===== src/hdl/gauss_pkg.sv =====
// matrix dimensions, derived widths and step engine state codes, imported by every gf(2) block
package gauss_pkg;

  localparam int N      = 4;                   // bits per word = columns per block
  localparam int L      = 8;                   // rows
  localparam int K      = 16;                  // columns
  localparam int BLOCKS = K / N;               // column blocks per row
  // word address is row*BLOCKS + block, bit j of a word is column block*N + j
  localparam int ADDR_W = $clog2(L * BLOCKS);
  localparam int BLK_W  = $clog2(BLOCKS + 1);  // holds 0..BLOCKS
  localparam int ROW_W  = $clog2(L);
  localparam int RANK_W = $clog2(L + 1);       // holds 0..L

  // elim_step fsm encoding
  localparam int ST_W = 4;
  localparam logic [ST_W-1:0] ST_IDLE = 4'd0;
  localparam logic [ST_W-1:0] ST_COL  = 4'd1;   // column setup
  localparam logic [ST_W-1:0] ST_SRD  = 4'd2;   // search read
  localparam logic [ST_W-1:0] ST_SCHK = 4'd3;   // search test
  localparam logic [ST_W-1:0] ST_WRDA = 4'd4;   // swap, read rank row
  localparam logic [ST_W-1:0] ST_WRDB = 4'd5;   // swap, read pivot row
  localparam logic [ST_W-1:0] ST_WWRA = 4'd6;   // swap, write rank row
  localparam logic [ST_W-1:0] ST_WWRB = 4'd7;   // swap, write pivot row
  localparam logic [ST_W-1:0] ST_RSEL = 4'd8;   // reduce, read target col word
  localparam logic [ST_W-1:0] ST_RCHK = 4'd9;   // reduce, test target bit
  localparam logic [ST_W-1:0] ST_XRDP = 4'd10;  // xor, read pivot word
  localparam logic [ST_W-1:0] ST_XRDT = 4'd11;  // xor, read target word
  localparam logic [ST_W-1:0] ST_XWR  = 4'd12;  // xor, write back
  localparam logic [ST_W-1:0] ST_RNXT = 4'd13;  // reduce, next row
  localparam logic [ST_W-1:0] ST_NEXT = 4'd14;  // next column

endpackage

===== src/hdl/gauss_top.sv =====
// top of the gf(2) gaussian elimination core, load the matrix while idle and then pulse start
module gauss_top (
  input  logic                         clk,
  input  logic                         rst_n,
  input  logic                         start,
  input  logic [gauss_pkg::BLK_W-1:0]  start_block,
  output logic                         busy,
  output logic                         done,
  output logic [gauss_pkg::RANK_W-1:0] rank,
  input  logic                         rd_en,
  input  logic [gauss_pkg::ADDR_W-1:0] rd_addr,
  output logic [gauss_pkg::N-1:0]      data_out,
  input  logic                         wr_en,
  input  logic [gauss_pkg::ADDR_W-1:0] wr_addr,
  input  logic [gauss_pkg::N-1:0]      data_in
);
  import gauss_pkg::*;

  logic              step_start;
  logic              step_done;
  logic              first_step;
  logic [BLK_W-1:0]  col_block;
  logic              eng_rd;
  logic              eng_wr;
  logic [ADDR_W-1:0] eng_addr;
  logic [N-1:0]      eng_wdata;
  logic [N-1:0]      eng_rdata;

  elim_phase elim_phase_i (
    .clk        (clk),
    .rst_n      (rst_n),
    .start      (start),
    .start_block(start_block),
    .busy       (busy),
    .done       (done),
    .step_start (step_start),
    .col_block  (col_block),
    .first_step (first_step),
    .step_done  (step_done)
  );

  elim_step elim_step_i (
    .clk       (clk),
    .rst_n     (rst_n),
    .step_start(step_start),
    .col_block (col_block),
    .first_step(first_step),
    .step_done (step_done),
    .rank      (rank),
    .eng_rd    (eng_rd),
    .eng_wr    (eng_wr),
    .eng_addr  (eng_addr),
    .eng_wdata (eng_wdata),
    .eng_rdata (eng_rdata)
  );

  matrix_mem matrix_mem_i (
    .clk      (clk),
    .busy     (busy),
    .rd_en    (rd_en),
    .wr_en    (wr_en),
    .rd_addr  (rd_addr),
    .wr_addr  (wr_addr),
    .data_in  (data_in),
    .data_out (data_out),
    .eng_rd   (eng_rd),
    .eng_wr   (eng_wr),
    .eng_addr (eng_addr),
    .eng_wdata(eng_wdata),
    .eng_rdata(eng_rdata)
  );

endmodule


===== src/hdl/elim_phase.sv =====
// phase controller, runs one elim_step per column block from start_block up to the last block
module elim_phase (
  input  logic                        clk,
  input  logic                        rst_n,
  input  logic                        start,
  input  logic [gauss_pkg::BLK_W-1:0] start_block,
  output logic                        busy,
  output logic                        done,
  output logic                        step_start,
  output logic [gauss_pkg::BLK_W-1:0] col_block,
  output logic                        first_step,
  input  logic                        step_done
);
  import gauss_pkg::*;

  logic             running;
  logic [BLK_W-1:0] blk_cnt;    // current column block
  logic             last_blk;   // registered, settles long before step_done
  logic             start_ok;
  logic             in_range;
  logic             no_blocks;
  logic             advance;
  logic             end_phase;

  assign start_ok  = start && !running;          // start ignored while busy
  assign in_range  = (start_block < BLK_W'(BLOCKS));
  assign no_blocks = (blk_cnt >= BLK_W'(BLOCKS)); // only from an out of range start
  assign advance   = running && step_done && !last_blk;
  assign end_phase = running && ((step_done && last_blk) || no_blocks);

  always_ff @(posedge clk or negedge rst_n) begin
    if (!rst_n) begin
      running    <= 1'b0;
      blk_cnt    <= '0;
      last_blk   <= 1'b0;
      step_start <= 1'b0;
      first_step <= 1'b0;
      done       <= 1'b0;
    end else begin
      last_blk <= (blk_cnt == BLK_W'(BLOCKS - 1));
      done     <= end_phase;  // busy drops on the same edge

      if (start_ok)
        running <= 1'b1;
      else if (end_phase)
        running <= 1'b0;

      if (start_ok)
        blk_cnt <= start_block;
      else if (advance)
        blk_cnt <= blk_cnt + 1'b1;

      step_start <= (start_ok && in_range) || advance;  // one cycle after start or step_done

      if (start_ok)
        first_step <= 1'b1;   // step clears rank
      else if (step_done || end_phase)
        first_step <= 1'b0;
    end
  end

  assign busy      = running;
  assign col_block = blk_cnt;

endmodule


===== src/hdl/elim_step.sv =====
// one column block of gf(2) elimination: pivot search, row swap and row reduction, started by phase
module elim_step (
  input  logic                         clk,
  input  logic                         rst_n,
  input  logic                         step_start,
  input  logic [gauss_pkg::BLK_W-1:0]  col_block,
  input  logic                         first_step,
  output logic                         step_done,
  output logic [gauss_pkg::RANK_W-1:0] rank,
  output logic                         eng_rd,
  output logic                         eng_wr,
  output logic [gauss_pkg::ADDR_W-1:0] eng_addr,
  output logic [gauss_pkg::N-1:0]      eng_wdata,
  input  logic [gauss_pkg::N-1:0]      eng_rdata
);
  import gauss_pkg::*;

  logic [ST_W-1:0]      state;
  logic [$clog2(N)-1:0] col;       // column inside the block
  logic [ROW_W-1:0]     row;       // search row, then reduce target
  logic [ROW_W-1:0]     piv;       // pivot row from search
  logic [BLK_W-1:0]     blk;       // block walk for swap and xor
  logic [N-1:0]         hold;      // rank word in swap, pivot word in xor
  logic [ROW_W-1:0]     rank_row;
  logic                 col_bit;
  logic                 last_blk;
  logic                 last_row;

  function automatic logic [ADDR_W-1:0] word_addr(input logic [ROW_W-1:0] r,
                                                  input logic [BLK_W-1:0] b);
    word_addr = ADDR_W'(r) * ADDR_W'(BLOCKS) + ADDR_W'(b);
  endfunction

  assign rank_row = rank[ROW_W-1:0];  // only used while rank < L
  assign col_bit  = eng_rdata[col];   // read data from previous cycle
  assign last_blk = (blk == BLK_W'(BLOCKS - 1));
  assign last_row = (row == ROW_W'(L - 1));

  always_ff @(posedge clk or negedge rst_n) begin
    if (!rst_n) begin
      state     <= ST_IDLE;
      col       <= '0;
      row       <= '0;
      piv       <= '0;
      blk       <= '0;
      rank      <= '0;
      step_done <= 1'b0;
    end else begin
      step_done <= 1'b0;
      case (state)
        ST_IDLE: begin
          if (step_start) begin
            if (first_step)
              rank <= '0;  // new phase
            col   <= '0;
            state <= ST_COL;
          end
        end
        ST_COL: begin
          if (rank == RANK_W'(L)) begin
            state <= ST_NEXT;  // full rank, nothing left to pivot
          end else begin
            row   <= rank_row;
            state <= ST_SRD;
          end
        end
        ST_SRD: state <= ST_SCHK;
        ST_SCHK: begin
          if (col_bit) begin
            piv <= row;
            blk <= '0;
            if (row == rank_row) begin
              row   <= '0;      // already in place
              state <= ST_RSEL;
            end else begin
              state <= ST_WRDA;
            end
          end else if (last_row) begin
            state <= ST_NEXT;   // no pivot in this column
          end else begin
            row   <= row + 1'b1;
            state <= ST_SRD;
          end
        end
        ST_WRDA: state <= ST_WRDB;
        ST_WRDB: state <= ST_WWRA;
        ST_WWRA: state <= ST_WWRB;
        ST_WWRB: begin
          if (last_blk) begin
            row   <= '0;
            state <= ST_RSEL;
          end else begin
            blk   <= blk + 1'b1;
            state <= ST_WRDA;
          end
        end
        ST_RSEL: state <= (row == rank_row) ? ST_RNXT : ST_RCHK;  // pivot row stays
        ST_RCHK: begin
          if (col_bit) begin
            blk   <= '0;
            state <= ST_XRDP;
          end else begin
            state <= ST_RNXT;
          end
        end
        ST_XRDP: state <= ST_XRDT;
        ST_XRDT: state <= ST_XWR;
        ST_XWR: begin
          if (last_blk) begin
            state <= ST_RNXT;
          end else begin
            blk   <= blk + 1'b1;
            state <= ST_XRDP;
          end
        end
        ST_RNXT: begin
          if (last_row) begin
            rank  <= rank + 1'b1;  // column pivoted
            state <= ST_NEXT;
          end else begin
            row   <= row + 1'b1;
            state <= ST_RSEL;
          end
        end
        ST_NEXT: begin
          if (int'(col) == N - 1) begin
            step_done <= 1'b1;
            state     <= ST_IDLE;
          end else begin
            col   <= col + 1'b1;
            state <= ST_COL;
          end
        end
        default: state <= ST_IDLE;
      endcase
    end
  end

  // capture first of two words before the second read lands
  always_ff @(posedge clk) begin
    if (state == ST_WRDB || state == ST_XRDT)
      hold <= eng_rdata;
  end

  always_comb begin
    eng_rd    = 1'b0;
    eng_wr    = 1'b0;
    eng_addr  = '0;
    eng_wdata = '0;
    case (state)
      ST_SRD: begin
        eng_rd   = 1'b1;
        eng_addr = word_addr(row, col_block);
      end
      ST_WRDA: begin
        eng_rd   = 1'b1;
        eng_addr = word_addr(rank_row, blk);
      end
      ST_WRDB: begin
        eng_rd   = 1'b1;
        eng_addr = word_addr(piv, blk);
      end
      ST_WWRA: begin
        eng_wr    = 1'b1;
        eng_addr  = word_addr(rank_row, blk);
        eng_wdata = eng_rdata;  // pivot word into rank row
      end
      ST_WWRB: begin
        eng_wr    = 1'b1;
        eng_addr  = word_addr(piv, blk);
        eng_wdata = hold;       // old rank word
      end
      ST_RSEL: begin
        eng_rd   = (row != rank_row);
        eng_addr = word_addr(row, col_block);
      end
      ST_XRDP: begin
        eng_rd   = 1'b1;
        eng_addr = word_addr(rank_row, blk);
      end
      ST_XRDT: begin
        eng_rd   = 1'b1;
        eng_addr = word_addr(row, blk);
      end
      ST_XWR: begin
        eng_wr    = 1'b1;
        eng_addr  = word_addr(row, blk);
        eng_wdata = eng_rdata ^ hold;  // gf(2) row add
      end
      default: ;
    endcase
  end

endmodule


===== src/hdl/matrix_mem.sv =====
// matrix word store with registered read, engine owns it while busy, external port otherwise
module matrix_mem (
  input  logic                         clk,
  input  logic                         busy,
  input  logic                         rd_en,
  input  logic                         wr_en,
  input  logic [gauss_pkg::ADDR_W-1:0] rd_addr,
  input  logic [gauss_pkg::ADDR_W-1:0] wr_addr,
  input  logic [gauss_pkg::N-1:0]      data_in,
  output logic [gauss_pkg::N-1:0]      data_out,
  input  logic                         eng_rd,
  input  logic                         eng_wr,
  input  logic [gauss_pkg::ADDR_W-1:0] eng_addr,
  input  logic [gauss_pkg::N-1:0]      eng_wdata,
  output logic [gauss_pkg::N-1:0]      eng_rdata
);
  import gauss_pkg::*;

  logic [N-1:0]      mem [L*BLOCKS];  // one word per row block
  logic [N-1:0]      rd_q;            // shared read register
  logic              r_en;
  logic              w_en;
  logic [ADDR_W-1:0] r_addr;
  logic [ADDR_W-1:0] w_addr;
  logic [N-1:0]      w_data;

  // busy picks the engine, external strobes are dropped meanwhile
  assign r_en   = busy ? eng_rd    : rd_en;
  assign w_en   = busy ? eng_wr    : wr_en;
  assign r_addr = busy ? eng_addr  : rd_addr;
  assign w_addr = busy ? eng_addr  : wr_addr;
  assign w_data = busy ? eng_wdata : data_in;

  always_ff @(posedge clk) begin
    if (w_en)
      mem[w_addr] <= w_data;
    if (r_en)
      rd_q <= mem[r_addr];  // old data on same-address write
  end

  assign data_out  = rd_q;
  assign eng_rdata = rd_q;

endmodule


===== config.mk =====
export PLATFORM = sky130hd
export DESIGN_NAME = gauss_top
export DESIGN_NICKNAME = d
export VERILOG_FILES = /design/src/hdl/gauss_pkg.sv /design/src/hdl/gauss_top.sv /design/src/hdl/elim_phase.sv /design/src/hdl/elim_step.sv /design/src/hdl/matrix_mem.sv
export SDC_FILE = /design/constraint.sdc
export NUM_CORES = 1
export LEC_CHECK = 0
export BUFFER_PORTS_ARGS = -buffer_cell sky130_fd_sc_hd__buf_4
export CORE_MARGIN = 3
export CORE_UTILIZATION = 31
export DETAILED_ROUTE_END_ITERATION = 10
export GPL_ROUTABILITY_DRIVEN = 0
export SLEW_MARGIN = 0
export SYNTH_ARGS = -nofsm -noshare
export SYNTH_HDL_FRONTEND = slang
export SYNTH_SLANG_ARGS = --single-unit

===== constraint.sdc =====
create_clock -name clk -period 5.8 [get_ports clk]
set_input_delay 0.58 -clock clk [delete_from_list [all_inputs] [get_ports clk]]
set_output_delay 0.58 -clock clk [all_outputs]
set_load 0.005 [all_outputs]

==> metrics, run 1 <==
CTS root buf=clkbuf_16; Cell Area, Synth=7750 um^2; drt drc=0; largest net degree at the start of global routing=33; vias in the first global route=roughly 5,000; Post-CTS Repair Setup Buffers=0; first-pass GRT wire length=a little under 30,000 um; Worst Path Class, Setup=reg -> reg; Synth Register Bits=164; post-synthesis cell count=629; Clock Path Buffers=2; Critical Path Source Type=flip-flop; Remaining Overflow, GRT=0; top-area cell type share of the netlist area=0.527; Starting Density=0.317; crit path capture type=flip-flop; sequential-to-total area share from yosys stat=0.618; Die ar.=26,900 um^2; Max H-tree Level=4; arrival time worst endpoint=about 4.4 ns; vias per cell=roughly 5.2; clock skew=roughly 0.0084 ns; Yosys top cell by area=edfxtp_1; Inserted Diodes=0; post-synth cell types=62; final hold violations=0; headroom to the max-slew limit=0.211; antenna violations before repair=0; Layout fillers=between 2,000 and 2,500; max incr delay on CP=a little under 0.9 ns; RSZ-0062 raised after global routing=no; detailed-route via count=5,217; Peak supply drop=roughly 0.00018 V; largest cells by area after synthesis=edfxtp_1 53%, dfrtp_1 9.0%, nand2_1 4.1%, mux4_2 3.8%, nor2_1 3.2%; post-cts resize count=0; top-level I/O count=32; CP bufs+invs=0; die width=164 um; Std-Cell Rows=57; detailed placer's ending HPWL=approximately 13,000 um; EDFF count, synth=~140; Starting DRT DRC Count=roughly 440; max_cap viols=0; clk_lat worst skew=around 0.42 ns; average size of a mapped cell=roughly 12 um^2; Critical Path RT=5.97 ns; Clock Pin Slew Worst Setup and Hold Paths=roughly 0.060 ns; total negative slack=0 ns; Lkg Pwr=3.17 nW; number of non-filler instances in the completed layout=995; average wire per standard cell=between 15 and 20 um; DIE HEIGHT=between 150 and 200 um; synthesis warning total=0; CTS Buf Count=17; Min Clock Period, post-route=around 4.2 ns; total length of routed wires=18,700 um; CTS tree=done; share of cells above drive strength 1=0.148; setup violators final=0; critical path fanouts, max=26; syn_nets=663; Max Freq=between 0.2 and 0.25 GHz; Slew @ Worst Pin=roughly 1.2 ns; Power Density=~270 nW/um^2; Placed Cells=963; Min Hold Slack=between 0.07 and 0.08 ns; post-route ant nets=0; crit path cell chain=nand2b_1 > nor2_1 > a21oi_1 > nor2_1 > a22oi_1 > nand2_1 > ha_1 > ha_1 > nand3_1 > a31oi_2 > a221oi_1 > a21o_1 > a211o_1 > a22o_1; Pins Over Slew Limit=0; Net count, final=just under 700; prevailing post-synth register cell=edfxtp_1; Final period util=0.732; gr usage total=0.144; clock tree sinks=164; cts hold-fix bufs=0; DRT Pass-1 Iters=5; commonest non-fill, non-tap cell in the layout=edfxtp_1; status=completed; area delta synth->final=14.6%; Synth async-reset ratio=0.171; Slowest-stage cell, CP=dfrtp_1; Crit path max-delay family=compound AO/OA/AOI/OAI gates; I/O Buffers=31; core area=around 24,000 um^2; Hold Path Class=in -> async; most frequent cells in the layout=136 x edfxtp_1, 84 x nand2_1, 67 x nor2_1, 40 x buf_4, 33 x a21oi_1
report_power, final:
group          internal, mW  switching, mW
Sequential             1.26              0
Clock                 0.677          0.454
Combinational       0.00920        0.00919
cell type report:
class                      count  area [um^2]  share of cell area
clock inverter                12          153              0.0172
timing repair buffer          40          300              0.0338
sequential                   164         4780               0.539
tap                          324          405              0.0457
inverter                      18         67.6             0.00761
multi-input combinational    417         2730               0.308
clock buffer                  20          437              0.0492
stage by stage:
stage	setup WS [ns]	area [um^2]	power [mW]	utilization
finish	1.56	8880	2.41	0.363
global route	1.20	8880	2.47	0.363
CTS	1.59	8880	2.43	0.363
detailed placement	1.60	8290	1.30	0.339
global placement	1.69	8290	1.30	0.339
floorplan	2.30	7750	1.28	-
state kept, by name, summed over array words and instances, names as in the netlist, 2 cells and up:
signal                  count
matrix_mem_i.mem          128
elim_step_i.piv             3
elim_phase_i.col_block      3
elim_step_i.row             3
elim_step_i.blk             3
elim_step_i.state           4
matrix_mem_i.data_out       4
elim_step_i.hold            4
elim_step_i.col             2
elim_step_i.rank            4
per-layer routing:
metal,part of all wire,track usage,up-vias
met4,0.020,0.0565,0
met1,0.46,0.206,2585
met3,0.057,0.0262,20
met5,0,0,-
met2,0.46,0.216,178
li1,-,-,2434
final timing paths:
kind / startpoint / cells after the start / endpoint / slack [ns]
min in group clk: start_block[2] / 2 / elim_phase_i.step_start$_DFF_PN0_ / 0.36
max reg2reg: elim_step_i.state[1]$_DFFE_PN0N_ / 14 / matrix_mem_i.data_out[3]$_DFFE_PP_ / 1.56
max in group asynchronous: rst_n / 1 / elim_step_i.state[1]$_DFFE_PN0N_ / 5.44
min reg2reg: elim_step_i.piv[2]$_DFFE_PN0P_ / 1 / elim_step_i.piv[2]$_DFFE_PN0P_ / 0.51
max: elim_step_i.state[1]$_DFFE_PN0N_ / 14 / matrix_mem_i.data_out[3]$_DFFE_PP_ / 1.56
min: rst_n / 1 / elim_phase_i.col_block[0]$_DFFE_PN0P_ / 0.08
synth_stat cells, types with 2 or more instances:
master / number
buf_6: 4
buf_1: 5
mux2_2: 6
buf_4: 2
nor3_1: 3
inv_1: 17
nor2_1: 67
a31oi_1: 5
nand4_1: 5
o31ai_1: 3
a21oi_1: 33
a32o_1: 3
nand2b_1: 6
mux4_2: 13
and3_1: 4
a31o_1: 2
buf_2: 10
o21a_1: 2
clkbuf_1: 9
nor3b_1: 2
o211ai_1: 6
o21ai_0: 24
nand2_1: 84
nor2_2: 2
a32oi_1: 9
o22ai_1: 5
edfxtp_1: 136
a211o_1: 3
xnor2_1: 7
a21o_1: 6
or2_2: 4
o32ai_1: 3
a221oi_1: 5
a31oi_2: 2
a22oi_1: 8
dfrtp_1: 28
ha_1: 12
nand3_1: 25
a22o_1: 8
and2_1: 5
o21ai_1: 4
mux2i_1: 19
nor2b_1: 3
nand3b_1: 2
logic make-up after synthesis:
kind of cell               synth area share
and+or+nand+nor                       0.124
DFF                                   0.618
AOI/OAI and AO/OA                     0.126
buffers and inverters                0.0297
muxes                                0.0711
adders and majority gates            0.0194
xor gates and xnor gates             0.0126
No activity file was read; power rests on OpenSTA's default activity.
==> run 2: changes to the inputs <==
Clock period 5.8 ns to 3.5 ns, I/O delays scaled along.
==> run 2 against run 1 <==
Via count is 2.9% higher. First-iteration DRC count increased by 15%. Clock power is 56% higher. Routed wire length grew 5.3%. Critical path depth unchanged. Setup slack got worse by 1.3 ns. Sequential power increased by 66%. Final area increased by 3.3%. Non-clock buffer count rose by 33. Clock-buffer cell count down 1. Largest power group unchanged.
==> metrics, run 2 (same netlist as run 1, synthesis figures left out) <==
status=completed; Pins Over Slew Limit=0 (unchanged); Slew @ Worst Pin=0.981 ns (-0.197 ns); clk_lat worst skew=0.43 ns (about the same); placed standard-cell area=8530 um^2 (+3.0%); vias in the first global route=5,231 (+6.7%); Die ar.=26,900 um^2 (unchanged); DRT Pass-1 Iters=5 (unchanged); Starting DRT DRC Count=508 (+15%); setup violators final=0 (unchanged); drt drc=0 (unchanged); largest register by flop count=matrix_mem_i.mem; Clock Path Buffers=2 (unchanged); detailed-route via count=5,370 (+2.9%); Final period util=0.928 (+0.196); Inserted Diodes=0 (unchanged); PnR worst setup slack=0.253 ns (-1.30 ns); Comb pwr share=0.008 (about the same); clock tree sinks=164 (unchanged); Power Density=423 nW/um^2 (+56%); final hold violations=0 (unchanged); total negative slack=0 ns (unchanged); arrival time worst endpoint=3.33 ns (-1.08 ns); commonest non-fill, non-tap cell in the layout=edfxtp_1; post-route ant nets=0 (unchanged); antenna violations before repair=0 (unchanged); Std-Cell Rows=57 (unchanged); Critical Path Source Type=flip-flop; die width=164 um (unchanged); number of non-filler instances in the completed layout=1,029 (+3.4%); largest net degree at the start of global routing=33 (unchanged); core area=24,500 um^2 (unchanged); Hold Path Class=in -> reg; vias per cell=5.22 (-0.47%); Remaining Overflow, GRT=0 (unchanged); max reg flops=128 (unchanged); crit path capture type=flip-flop; average wire per standard cell=19.1 um (+1.8%); CTS root buf=clkbuf_16; Net count, final=726 (+4.9%); clock skew=0.00945 ns (+0.00100 ns); Switch Pwr=792 uW (+71%); total length of routed wires=19,700 um (+5.3%); most frequent cells in the layout=136 x edfxtp_1, 84 x nand2_1, 70 x buf_4, 58 x nor2_1, 33 x a21oi_1; RSZ-0062 raised after global routing=yes; Internal Power=3.09 mW (+59%); Max H-tree Level=4 (unchanged); Starting Density=0.317 (unchanged); Placed Cells=994 (+3.2%); top-level I/O count=32 (unchanged); max_cap viols=0 (unchanged); Worst Path Class, Setup=reg -> reg; Peak supply drop=0.000232 V (+29%); CTS Buf Count=17 (unchanged); Lkg Pwr=3.32 nW (+4.8%); first-pass GRT wire length=30,400 um (+5.0%); Layout fillers=2,338 (-0.51%); I/O Buffers=31 (unchanged); detailed placer's ending HPWL=13,800 um (+9.3%); area delta synth->final=18.4%; critical path fanouts, max=8 (-69%); DIE HEIGHT=164 um (unchanged); CTS tree=done; Clock Pin Slew Worst Setup and Hold Paths=0.07 ns (about the same); switching part of the total=0.204 (+0.0117); Critical Path RT=3.58 ns (-2.39 ns); headroom to the max-slew limit=0.343 (+0.132); share of cells above drive strength 1=0.206 (+0.0581); Clk network pwr share=0.454 (-0.016); gr usage total=0.151 (+0.00693); Reg power frac=0.538 (+0.015); Min Clock Period, post-route=3.25 ns (-0.996 ns); dpl ws=-0.0460 ns (-1.65 ns); Final Total Pwr=3.88 mW (+61%); post-route design area=9170 um^2 (+3.3%); Max Freq=0.308 GHz (+31%); reg2reg setup slack=0.25 ns (-1.30 ns)
## run 2: through the flow
stage,utilization,hold WS (ns)
3_5_place_dp,0.349,0.300
4_1_cts,0.372,0.148
2_1_floorplan,-,0.0544
6_report,0.375,0.162
3_3_place_gp,0.349,0.301
5_1_grt,0.375,0.166
## run 2: per-layer routing
metal  vias to the layer above  wire length, um  track usage
li1                       2502                -            -
met4                         0              332       0.0465
met5                         -                0            0
met2                       188             9250        0.235
met3                        24             1280       0.0348
met1                      2656             8820        0.210
## run 2: worst max-delay path: stages, from the launching register on
cell and delay, ns:
dfrtp_1 0.45, buf_4 0.21, and3b_1 0.18, a21oi_1 0.21, nand2_1 0.08, nand2_1 0.08, ha_1 0.14, ha_1 0.13
inv_1 0.04, and3_1 0.14, o311ai_1 0.27, buf_4 0.17, o21ai_1 0.10, or2_1 0.33, nor2_1 0.36
## run 2: what timing repair did
item                                   in CTS  in global routing
setup endpoints to repair                   1                 82
resized for setup                           1                 14
endpoints found under the hold margin      28                  0
pin swaps                                   0                  1
hold buffers                                1                  0
setup buffers                               0                  1
cloned                                      0                  1
## run 2: area by class of cell
cell class / count / area (um^2) / share of cell area
Timing Repair Buffer: 73 / 567 / 0.0618
Multi-Input combinational cell: 418 / 2790 / 0.304
Tap cell: 324 / 405 / 0.0442
Clock buffer: 19 / 433 / 0.0472
Inverter: 18 / 67.6 / 0.00737
Clock inverter: 13 / 123 / 0.0134
Sequential cell: 164 / 4790 / 0.522
## run 2: path summary, 6_finish.rpt
path | endpoint | startpoint | depth (start not counted)
min in group asynchronous | elim_step_i.state[3]$_DFFE_PN0N_ | rst_n | 2
hold / removal | elim_phase_i.step_start$_DFF_PN0_ | start_block[2] | 2
max in group asynchronous | elim_step_i.state[1]$_DFFE_PN0N_ | rst_n | 2
setup / recovery | matrix_mem_i.mem[27][2]$_DFFE_PP_ | elim_step_i.state[3]$_DFFE_PN0N_ | 14
setup reg to reg | matrix_mem_i.mem[27][2]$_DFFE_PP_ | elim_step_i.state[3]$_DFFE_PN0N_ | 14
hold reg to reg | elim_phase_i.first_step$_DFFE_PN0P_ | elim_step_i.step_done$_DFF_PN0_ | 1
## run 2: power by group through the flow
| stage | registers [mW] | clock network [mW] | logic, mW |
|---|---|---|---|
| floorplan | 2.13 | 0 | 0.000365 |
| global route | 2.09 | 1.87 | 0.0348 |
| detailed placement | 2.13 | 0 | 0.0315 |
| finish | 2.09 | 1.76 | 0.0315 |
| global placement | 2.13 | 0 | 0.0314 |
| CTS | 2.09 | 1.79 | 0.0326 |
